### config.mk
export PLATFORM = sky130hd
export DESIGN_NAME = ahb2axi_bridge
export DESIGN_NICKNAME = d
export VERILOG_FILES = /design/src/hw/bridge_pkg.sv /design/src/hw/ahb2axi_bridge.sv /design/src/hw/cmd_buffer.sv /design/src/hw/ahb_slave_ctrl.sv /design/src/hw/access_check.sv
export VERILOG_INCLUDE_DIRS = /design/src /design/src/hw
export SDC_FILE = /design/constraint.sdc
export NUM_CORES = 1
export LEC_CHECK = 0
export ABC_CLOCK_PERIOD_IN_PS = 16700
export BUFFER_PORTS_ARGS = -buffer_cell sky130_fd_sc_hd__buf_2
export CAP_MARGIN = 20
export CELL_PAD_IN_SITES_DETAIL_PLACEMENT = 1
export CELL_PAD_IN_SITES_GLOBAL_PLACEMENT = 2
export CORE_UTILIZATION = 31
export CTS_BUF_LIST = sky130_fd_sc_hd__clkbuf_2 sky130_fd_sc_hd__clkbuf_4 sky130_fd_sc_hd__clkbuf_8
export DETAILED_ROUTE_END_ITERATION = 6
export GPL_ROUTABILITY_DRIVEN = 0
export PLACE_DENSITY = 0.81
export RECOVER_POWER = 50
export SYNTH_ARGS = -nofsm -noshare
export SYNTH_HDL_FRONTEND = slang
export SYNTH_HIERARCHICAL = 1
export SYNTH_SLANG_ARGS = --single-unit
### constraint.sdc
create_clock -name bus_clk -period 16.7 [get_ports bus_clk]
set_clock_uncertainty 0.05 [all_clocks]
set_input_delay 1.67 -clock bus_clk [delete_from_list [all_inputs] [get_ports bus_clk]]
set_output_delay 1.67 -clock bus_clk [all_outputs]
set_load 0.02 [all_outputs]
### src/hw/bridge_params.svh
// Widths and memory map of the AHB-Lite to AXI bridge
// Included by the package and by any RTL or test file that needs a constant

`ifndef BRIDGE_PARAMS_SVH
`define BRIDGE_PARAMS_SVH

//////////////////////////////////////////////////////////////////////
// Bus widths
//////////////////////////////////////////////////////////////////////

// Address width, same on the AHB and AXI sides
`define BRIDGE_ADDR_W 32

// Data path width
`define BRIDGE_DATA_W 64

// One strobe bit per data byte
`define BRIDGE_STRB_W 8

//////////////////////////////////////////////////////////////////////
// Memory map
//////////////////////////////////////////////////////////////////////

// Tightly coupled data memory
`define DCCM_BASE 32'hf004_0000

// Tightly coupled instruction memory
`define ICCM_BASE 32'hee00_0000

// Low address bits ignored in the region compare
`define REGION_MASK_BITS 16

// Set to 0 when the core is built without an ICCM
`define ICCM_EN 1

`endif
### src/hw/bridge_pkg.sv
// Shared types of the AHB-Lite to AXI bridge
// Used by the RTL and the testbench through scoped names

`include "bridge_params.svh"

package bridge_pkg;

  //////////////////////////////////////////////////////////////////////
  // Controller state
  //////////////////////////////////////////////////////////////////////

  typedef enum logic [1:0] {
    IDLE = 2'b00,  // No transfer in flight
    WR   = 2'b01,  // Write data phase
    RD   = 2'b10,  // Read waiting for the command buffer
    PEND = 2'b11   // Read sent, waiting on AXI read data
  } buf_state_t;

  //////////////////////////////////////////////////////////////////////
  // AHB side
  //////////////////////////////////////////////////////////////////////

  // Address phase signals as driven by the master
  typedef struct packed {
    logic                      sel;
    logic [1:0]                trans;
    logic                      write;
    logic [2:0]                size;
    logic [`BRIDGE_ADDR_W-1:0] addr;
  } ahb_req_t;

  // Address phase held by the slave for its data phase
  typedef struct packed {
    logic                      active;
    logic                      write;
    logic [2:0]                size;
    logic [`BRIDGE_ADDR_W-1:0] addr;
  } ahb_phase_t;

  //////////////////////////////////////////////////////////////////////
  // AXI side
  //////////////////////////////////////////////////////////////////////

  // Write and read address channels, size limited to doubleword
  typedef struct packed {
    logic [`BRIDGE_ADDR_W-1:0] addr;
    logic [1:0]                size;
  } axi_cmd_t;

  typedef struct packed {
    logic [`BRIDGE_DATA_W-1:0] data;
    logic [`BRIDGE_STRB_W-1:0] strb;
  } axi_wdata_t;

  typedef struct packed {
    logic [`BRIDGE_DATA_W-1:0] data;
    logic [1:0]                resp;
  } axi_rdata_t;

endpackage

### src/hw/ahb2axi_bridge.sv
// AHB-Lite slave to AXI master bridge for the core's DCCM and ICCM
// Top level; connects the AHB controller, access check and command buffer

`include "bridge_params.svh"

module ahb2axi_bridge (
  input  logic                      bus_clk,
  input  logic                      rst_l,

  // AHB-Lite slave
  input  bridge_pkg::ahb_req_t      ahb_req,
  input  logic [`BRIDGE_DATA_W-1:0] hwdata,
  input  logic                      hreadyin,
  output logic [`BRIDGE_DATA_W-1:0] hrdata,
  output logic                      hreadyout,
  output logic                      hresp,

  // AXI write address and data
  output bridge_pkg::axi_cmd_t      aw_cmd,
  output logic                      aw_valid,
  input  logic                      aw_ready,
  output bridge_pkg::axi_wdata_t    w_data,
  output logic                      w_valid,
  input  logic                      w_ready,

  // AXI read address and data
  output bridge_pkg::axi_cmd_t      ar_cmd,
  output logic                      ar_valid,
  input  logic                      ar_ready,
  input  bridge_pkg::axi_rdata_t    r_data,
  input  logic                      r_valid
);

  // w_ready is not looked at since the slave takes write data with
  // the address handshake

  bridge_pkg::ahb_phase_t phase;
  logic                   access_err;
  logic                   cmd_load;
  logic                   cmd_full;

  //////////////////////////////////////////////////////////////////////
  // AHB side
  //////////////////////////////////////////////////////////////////////

  ahb_slave_ctrl u_ctrl (
    .bus_clk    (bus_clk),
    .rst_l      (rst_l),
    .ahb_req    (ahb_req),
    .hreadyin   (hreadyin),
    .hrdata     (hrdata),
    .hreadyout  (hreadyout),
    .hresp      (hresp),
    .phase      (phase),
    .access_err (access_err),
    .cmd_load   (cmd_load),
    .cmd_full   (cmd_full),
    .r_data     (r_data),
    .r_valid    (r_valid)
  );

  access_check u_check (
    .phase      (phase),
    .access_err (access_err)
  );

  //////////////////////////////////////////////////////////////////////
  // AXI side
  //////////////////////////////////////////////////////////////////////

  // hresp doubles as the drop request for a buffered read
  cmd_buffer u_cmd_buf (
    .bus_clk  (bus_clk),
    .rst_l    (rst_l),
    .cmd_load (cmd_load),
    .drop     (hresp),
    .phase    (phase),
    .hwdata   (hwdata),
    .full     (cmd_full),
    .aw_cmd   (aw_cmd),
    .aw_valid (aw_valid),
    .w_data   (w_data),
    .w_valid  (w_valid),
    .aw_ready (aw_ready),
    .ar_cmd   (ar_cmd),
    .ar_valid (ar_valid),
    .ar_ready (ar_ready)
  );

endmodule

### src/hw/cmd_buffer.sv
// Single-entry AXI command holding register between the AHB controller
// and the AXI write-address, write-data and read-address channels

`include "bridge_params.svh"

module cmd_buffer (
  input  logic                      bus_clk,
  input  logic                      rst_l,
  input  logic                      cmd_load,
  input  logic                      drop,
  input  bridge_pkg::ahb_phase_t    phase,
  input  logic [`BRIDGE_DATA_W-1:0] hwdata,
  output logic                      full,
  output bridge_pkg::axi_cmd_t      aw_cmd,
  output logic                      aw_valid,
  output bridge_pkg::axi_wdata_t    w_data,
  output logic                      w_valid,
  input  logic                      aw_ready,
  output bridge_pkg::axi_cmd_t      ar_cmd,
  output logic                      ar_valid,
  input  logic                      ar_ready
);

  logic                      vld;
  logic                      is_write;
  logic                      accept;
  logic                      clr;
  logic [`BRIDGE_STRB_W-1:0] strb;
  bridge_pkg::axi_cmd_t      cmd_q;
  bridge_pkg::axi_wdata_t    wdata_q;

  //////////////////////////////////////////////////////////////////////
  // Write strobe
  //////////////////////////////////////////////////////////////////////

  // Lanes from size, shifted to the byte offset
  always_comb begin
    case (phase.size)
      3'd0:    strb = `BRIDGE_STRB_W'(8'b0000_0001) << phase.addr[2:0];
      3'd1:    strb = `BRIDGE_STRB_W'(8'b0000_0011) << phase.addr[2:0];
      3'd2:    strb = `BRIDGE_STRB_W'(8'b0000_1111) << phase.addr[2:0];
      3'd3:    strb = '1;
      default: strb = '0;
    endcase
  end

  //////////////////////////////////////////////////////////////////////
  // Entry state
  //////////////////////////////////////////////////////////////////////

  // Either address channel handshake empties the entry
  assign accept = (aw_valid & aw_ready) | (ar_valid & ar_ready);

  // A same-cycle load refills it; an erroring read is thrown away
  assign clr  = (accept & ~cmd_load) | (drop & ~is_write);
  assign full = vld & ~accept;

  always_ff @(posedge bus_clk or negedge rst_l) begin
    if (!rst_l) begin
      vld      <= 1'b0;
      is_write <= 1'b0;
    end else begin
      vld <= ~clr & (cmd_load | vld);
      if (cmd_load) begin
        is_write <= phase.write;
      end
    end
  end

  // Payload, valid only while vld is set
  always_ff @(posedge bus_clk) begin
    if (cmd_load) begin
      cmd_q   <= '{addr: phase.addr, size: phase.size[1:0]};
      wdata_q <= '{data: hwdata, strb: strb};
    end
  end

  //////////////////////////////////////////////////////////////////////
  // AXI channels
  //////////////////////////////////////////////////////////////////////

  assign aw_cmd   = cmd_q;
  assign aw_valid = vld & is_write;

  // Data is loaded with its command, so both valids rise together
  assign w_data  = wdata_q;
  assign w_valid = vld & is_write;

  assign ar_cmd   = cmd_q;
  assign ar_valid = vld & ~is_write;

endmodule

### src/hw/ahb_slave_ctrl.sv
// AHB-Lite slave side of the bridge with the transfer FSM, address phase
// capture, hreadyout/hresp generation and the read data buffer

`include "bridge_params.svh"

module ahb_slave_ctrl (
  input  logic                       bus_clk,
  input  logic                       rst_l,
  input  bridge_pkg::ahb_req_t       ahb_req,
  input  logic                       hreadyin,
  output logic [`BRIDGE_DATA_W-1:0]  hrdata,
  output logic                       hreadyout,
  output logic                       hresp,
  output bridge_pkg::ahb_phase_t     phase,
  input  logic                       access_err,
  output logic                       cmd_load,
  input  logic                       cmd_full,
  input  bridge_pkg::axi_rdata_t     r_data,
  input  logic                       r_valid
);

  bridge_pkg::buf_state_t state;
  bridge_pkg::buf_state_t nxt_state;
  logic                   state_en;

  // Captured address phase
  logic                      active_q;
  logic                      write_q;
  logic [2:0]                size_q;
  logic [`BRIDGE_ADDR_W-1:0] addr_q;

  // Read return
  logic                      rdata_en;
  logic                      read_err_in;
  logic                      read_err;
  logic [`BRIDGE_DATA_W-1:0] rdata_q;

  // History for the second error cycle
  logic hready;
  logic hready_q;
  logic hresp_q;
  logic phase_err;

  //////////////////////////////////////////////////////////////////////
  // Transfer FSM
  //////////////////////////////////////////////////////////////////////

  always_comb begin
    nxt_state   = bridge_pkg::IDLE;
    state_en    = 1'b0;
    rdata_en    = 1'b0;
    read_err_in = 1'b0;
    cmd_load    = 1'b0;
    case (state)
      bridge_pkg::IDLE: begin
        // Leave only on an accepted address phase
        nxt_state = ahb_req.write ? bridge_pkg::WR : bridge_pkg::RD;
        state_en  = hready & ahb_req.trans[1] & ahb_req.sel;
      end
      bridge_pkg::WR: begin
        // Back to idle on error or when no new transfer follows
        if (hresp | (ahb_req.trans == 2'b00) | ~ahb_req.sel) begin
          nxt_state = bridge_pkg::IDLE;
        end else begin
          nxt_state = ahb_req.write ? bridge_pkg::WR : bridge_pkg::RD;
        end
        state_en = ~cmd_full | hresp;
        // Hold the write back while the master is in BUSY
        cmd_load = ~cmd_full & ~(hresp | ((ahb_req.trans == 2'b01) & ahb_req.sel));
      end
      bridge_pkg::RD: begin
        nxt_state = hresp ? bridge_pkg::IDLE : bridge_pkg::PEND;
        state_en  = ~cmd_full | hresp;
        cmd_load  = ~cmd_full & ~hresp;
      end
      bridge_pkg::PEND: begin
        // Data goes out to AHB the cycle after it arrives
        nxt_state   = bridge_pkg::IDLE;
        state_en    = r_valid;
        rdata_en    = r_valid;
        read_err_in = r_valid & (|r_data.resp);
      end
      default: begin
        nxt_state = bridge_pkg::IDLE;
        state_en  = 1'b1;
      end
    endcase
  end

  always_ff @(posedge bus_clk or negedge rst_l) begin
    if (!rst_l) begin
      state <= bridge_pkg::IDLE;
    end else if (state_en) begin
      state <= nxt_state;
    end
  end

  //////////////////////////////////////////////////////////////////////
  // Address phase capture
  //////////////////////////////////////////////////////////////////////

  assign hready = hreadyout & hreadyin;

  // Transfer type is sampled every cycle
  always_ff @(posedge bus_clk or negedge rst_l) begin
    if (!rst_l) begin
      active_q <= 1'b0;
    end else begin
      active_q <= ahb_req.sel & (|ahb_req.trans);
    end
  end

  // Control fields only on an accepted NONSEQ or SEQ
  always_ff @(posedge bus_clk) begin
    if (hready & ahb_req.sel & ahb_req.trans[1]) begin
      write_q <= ahb_req.write;
      size_q  <= ahb_req.size;
      addr_q  <= ahb_req.addr;
    end
  end

  assign phase = '{active: active_q, write: write_q, size: size_q, addr: addr_q};

  //////////////////////////////////////////////////////////////////////
  // Read data buffer
  //////////////////////////////////////////////////////////////////////

  always_ff @(posedge bus_clk) begin
    if (rdata_en) begin
      rdata_q <= r_data.data;
    end
  end

  // High for exactly one cycle after an erroring read beat
  always_ff @(posedge bus_clk or negedge rst_l) begin
    if (!rst_l) begin
      read_err <= 1'b0;
    end else begin
      read_err <= read_err_in;
    end
  end

  assign hrdata = rdata_q;

  //////////////////////////////////////////////////////////////////////
  // AHB response
  //////////////////////////////////////////////////////////////////////

  // Checked phase error, only while a transfer is in its data phase
  assign phase_err = (state != bridge_pkg::IDLE) & access_err;

  // Second cycle term keeps hresp up after a low-ready first cycle
  assign hresp = phase_err | read_err | (hresp_q & ~hready_q);

  // First error cycle stalls, second releases; otherwise stall on reads
  // and on a full buffer
  always_comb begin
    if (hresp) begin
      hreadyout = hresp_q & ~hready_q;
    end else begin
      hreadyout = (~cmd_full | (state == bridge_pkg::IDLE)) &
                  ~((state == bridge_pkg::RD) | (state == bridge_pkg::PEND));
    end
  end

  always_ff @(posedge bus_clk or negedge rst_l) begin
    if (!rst_l) begin
      hresp_q  <= 1'b0;
      hready_q <= 1'b0;
    end else begin
      hresp_q  <= hresp;
      hready_q <= hready;
    end
  end

endmodule

### src/hw/access_check.sv
// Region decode and size/alignment rules for a captured AHB address phase
// Purely combinational; the controller decides when the result counts

`include "bridge_params.svh"

module access_check (
  input  bridge_pkg::ahb_phase_t phase,
  output logic                   access_err
);

  localparam int unsigned addr_w = `BRIDGE_ADDR_W;
  localparam int unsigned mask_w = `REGION_MASK_BITS;
  localparam logic [addr_w-1:0] dccm_base = `DCCM_BASE;
  localparam logic [addr_w-1:0] iccm_base = `ICCM_BASE;
  localparam bit iccm_en = (`ICCM_EN != 0);

  logic in_dccm;
  logic in_iccm;
  logic unmapped;
  logic sub_word;
  logic size_err;
  logic hw_misalign;
  logic w_misalign;
  logic dw_misalign;

  //////////////////////////////////////////////////////////////////////
  // Region decode
  //////////////////////////////////////////////////////////////////////

  // Compare only the bits above the region window
  assign in_dccm = (phase.addr[addr_w-1:mask_w] == dccm_base[addr_w-1:mask_w]);

  // Without an ICCM every access to its range falls through as unmapped
  assign in_iccm = iccm_en &&
                   (phase.addr[addr_w-1:mask_w] == iccm_base[addr_w-1:mask_w]);

  assign unmapped = ~(in_dccm | in_iccm);

  //////////////////////////////////////////////////////////////////////
  // Size rules
  //////////////////////////////////////////////////////////////////////

  // Byte or halfword
  assign sub_word = ~phase.size[1];

  // ICCM takes only word and doubleword accesses
  // DCCM reads of any size are fine, writes must be a word or more
  assign size_err = sub_word & (in_iccm | (in_dccm & phase.write));

  //////////////////////////////////////////////////////////////////////
  // Alignment rules
  //////////////////////////////////////////////////////////////////////

  assign hw_misalign = (phase.size == 3'd1) & phase.addr[0];
  assign w_misalign  = (phase.size == 3'd2) & (|phase.addr[1:0]);
  assign dw_misalign = (phase.size == 3'd3) & (|phase.addr[2:0]);

  // Any one of the rules is enough to reject an active transfer
  assign access_err = phase.active &
                      (unmapped | size_err | hw_misalign | w_misalign | dw_misalign);

endmodule

==> results <==
- The run finished, with violations left.
- The final reports fail on capacitance limit, slew limit.
- The final count of pins violating max slew is 66.
- Once detailed placement completed, the half-perimeter wirelength came to around 14 mm.
- In this run, post-CTS hold repair placed 0 buffers.
- The iteration-0 DRC count of the detailed router is roughly 140.
- The fraction of layout instances using a drive strength above 1 is 0.540.
- The sequential cell fraction of total power is 0.469.
- The most common cell in the synthesized netlist is sky130_fd_sc_hd__edfxtp_1.
- The number of nets in the synthesized netlist is roughly 530.
- The worst setup path is captured at an output port.
- The area of the placeable core is ~23000 sq um.
- Setup repair after global routing left no endpoint under its margin.
- The wire length of the first global-routing pass is roughly 26 mm.
- The biggest area contributor in the post-synthesis netlist is sky130_fd_sc_hd__edfxtp_1.
- The worst slack at placement is roughly 12 ns.
- In this run the horizontal extent of the chip is roughly 160 microns.
- The cell area that synthesis handed to floorplanning was 7320 sq um.
- The initial utilization of the core area, before any placement, comes to 0.319.
- The final worst setup slack is around 12 ns.
- The critical path is of the in -> out type.
- The sum of negative setup slack is 0 ns.
- The final-report hold violation count is 0.
- The final antenna diode count is 0.
- Clock tree synthesis selected as its root buffer the cell sky130_fd_sc_hd__clkbuf_8.
- Clock-pin slew was measured on the worst setup and hold paths at around 0.05 ns.
- The worst-path maximum fanout is 3.
- TritonCTS built the clock tree.
- The reported leakage power is about 4.0 nW.
- The largest net degree at the start of global routing is 77.
- The worst pin sits at a relative slew slack of -1.37.
- The analysis attributes to net switching a power of around 0.0006 W.
- The data arrival at the endpoint of the critical path is 2.80 ns.
- Ranked by total cell area, the synthesized netlist is headed by sky130_fd_sc_hd__edfxtp_1 85%, sky130_fd_sc_hd__buf_4 3.8%, sky130_fd_sc_hd__dfrtp_1 2.7%.
- Summing all flip-flop and latch instances after layout gives approximately 6400 sq um.
- The share of total power dissipated in combinational logic is 0.274.
- For this run, the total global-route usage over all layers was measured as 0.144.
- The initial antenna violation count was 1.
- Counting instances in the post-synthesis netlist gives the leading cell types as 206 x sky130_fd_sc_hd__edfxtp_1, 37 x sky130_fd_sc_hd__buf_4, 10 x sky130_fd_sc_hd__nand2_1.
- The area growth from synthesis to layout is 36.4%.
- Timing would allow up to between 200 and 250 MHz.
- The number of warnings reported in the yosys synthesis log is 6.
- After floorplanning, the core was divided into between 50 and 60 placement rows.
- The top-level port count is 385.
- The synthesized design contains slightly above 200 enable-type register cells.
- Of the total power, the share spent switching nets is 0.338.
- The total setup buffers inserted after CTS is 0.
- Dividing the detail-routed via count by the number of cells gives around 4.2.
- The multi-input combinational cells in the finished layout cover a total of slightly below 600 sq um.
- During placement, the flow inserted port buffers numbering about 380.
- The flip-flop and latch count after synthesis is roughly 210.
- Clock latency on the worst-skew pair, taken at its later pin, is approximately 0.50 ns.
- The primary flip-flop cell chosen by synthesis mapping is sky130_fd_sc_hd__edfxtp_1.
- TritonCTS created 37 clock buffers.
- The unique cell type count in the Yosys netlist is 46.
- The top cell type's share of synthesized area is 0.845.
- The data required time at the worst endpoint is between 10 and 15 ns.
- The number of nets in the final layout is 912.
- The kind of path behind the tightest hold check is reg -> reg.
- The number of cells upsized or downsized after cts is 0.
- The routed wirelength normalized by instance count is about 17 microns.
- The sequential-to-total area share from yosys stat is 0.873.
- The routed design has approximately 18 mm of wire.
- The total number of H-tree levels is 2.
- The number of buffers and inverters on the critical path is 3.
- The mean area per synthesized cell is 21.1 sq um.
- The final global-route overflow total is 0.
- The final routed DRC violation total is 0.
- The peak supply drop is 0.0698 mV.
- The detailed-routing iteration count for the pre-antenna-repair pass is 4.
- The clock network fraction of total power is 0.257.
- The TritonCTS sink count is about 210.
- The cell type group with the largest total delay on the critical path is compound AO/OA/AOI/OAI gates.
- The die covers 24200 sq um.
- The detail route stage leaves a number of antenna-violating nets equal to 0.
- For this design, the slowest cell found on the critical path is sky130_fd_sc_hd__a21oi_1.
- The routed layout has 4516 vias.
- Fill cells in the final layout number 2426.
- The number of standard cells after synthesis is around 350.
- In the finished design, the share of the clock period the worst path needs comes to 0.271.
- Across the run, the number of max-cap violations was 1.
- At the pin with the least slew margin, the transition time is 3.55 ns.
- Walking the worst path, the cells encountered are buf_2, nand2_1, nand2_1, a21oi_1, o21bai_1, a21oi_1, inv_1, buf_2.
- Measured along the y axis, the die boundary spans 156 microns.
- The longest individual stage delay on the worst path is 0.29 ns.
- The longest clock path from root to sink contains 3 buffers.
- The post-route minimum period is between 4 and 5 ns.
- After synthesis, the share of flip-flops with an asynchronous set or reset is 0.0374.
- The nature of the critical path startpoint is an input pin.
- The number of global-route vias before repair is between 4000 and 5000.
- The number of setup violations in the final report is 0.
- The power density normalized to cell area is about 170 nW/um^2.
- The internal power of the cells is between 0.001 and 0.0015 W.
per-layer routing:
metal  track usage  vias up  routed length, microns
li1              -     2076                       -
met5             0        -                      13
met1         0.150     2182                    6540
met2         0.267      227                    9960
met4        0.0439        2                     281
met3        0.0550       29                    1620
final cells by class:
class,count,share of cell area
clock buffer,55,0.0658
clock inverter,9,0.00414
inverter,9,0.00338
multi-input combinational,84,0.0595
sequential,214,0.640
tap,313,0.0392
timing repair buffer,386,0.188
cells by family (layout without fill, tap and decap cells):
logic type               Yosys count  after routing  synth area share
flip-flops                       214            214             0.873
AND/OR/NAND/NOR                   46             46            0.0395
multiplexers                       2              2           0.00274
buffers and inverters             48            459            0.0448
adder cells (fa/ha/maj)            4              4           0.00684
AO/OA/AOI/OAI                     32             32            0.0333
flip-flops by register name (all words and copies together) (netlist names):
name,flops
u_ctrl/addr_q,32
u_ctrl/hresp_q,1
u_ctrl/size_q,3
u_ctrl/hrdata,64
u_ctrl/write_q,1
u_ctrl/active_q,1
u_cmd_buf/is_write,1
u_cmd_buf/vld,1
u_ctrl/state,2
u_ctrl/hready_q,1
u_ctrl/read_err,1
u_cmd_buf/ar_cmd,34
u_cmd_buf/w_data,72
cell usage in the layout (no fill, tap or decap), drive strengths merged, types with 3 or more instances in the layout:
master  count
clkbuf    100
nor2b       4
a221oi      3
nand2      10
a21o        3
ha          4
clkinv      7
nor3        5
o21a        3
dfrtp       8
and3        3
a31oi       4
a21oi       8
edfxtp    206
o21ai       3
buf       341
inv         9
nor2        4
power by group through the flow:
stage               clock, W  combinational (W)  sequential (W)
floorplan                  0           0.000195         0.00100
global placement           0           0.000484        0.000813
detailed placement         0           0.000490        0.000819
CTS                 0.000462           0.000491        0.000809
global route        0.000483           0.000503        0.000823
finish              0.000443           0.000472        0.000808
through the flow:
stage                     hold slack [ns]  utilization  cell area (sq um)  power (W)  cells
after floorplan                     0.350            -               7320    0.00120    346
after global placement              0.351        0.409               9360    0.00130   1006
after global routing                0.380        0.436               9980    0.00181   1070
after detailed placement            0.355        0.409               9360    0.00131   1006
final                               0.367        0.436               9980    0.00172   1070
after CTS                           0.370        0.439              10100    0.00176   1070
path summary, 6_finish.rpt:
path                                                  start                        endpoint  slack (ns)  cells after the start
worst max-delay path                               aw_ready                       hreadyout       12.18                      8
worst min-delay path            u_ctrl/addr_q[15]$_DFFE_PP_  u_cmd_buf/ar_cmd[17]$_DFFE_PP_        0.37                      0
worst max register to register  u_ctrl/addr_q[28]$_DFFE_PP_  u_cmd_buf/w_data[38]$_DFFE_PP_       12.75                     10
worst min register to register  u_ctrl/addr_q[15]$_DFFE_PP_  u_cmd_buf/ar_cmd[17]$_DFFE_PP_        0.37                      0
max in group asynchronous                             rst_l  u_cmd_buf/is_write$_DFFE_PN0P_       15.18                      1
min in group asynchronous                             rst_l         u_cmd_buf/vld$_DFF_PN0_        1.06                      1
Power figures use the tool's default switching activity.
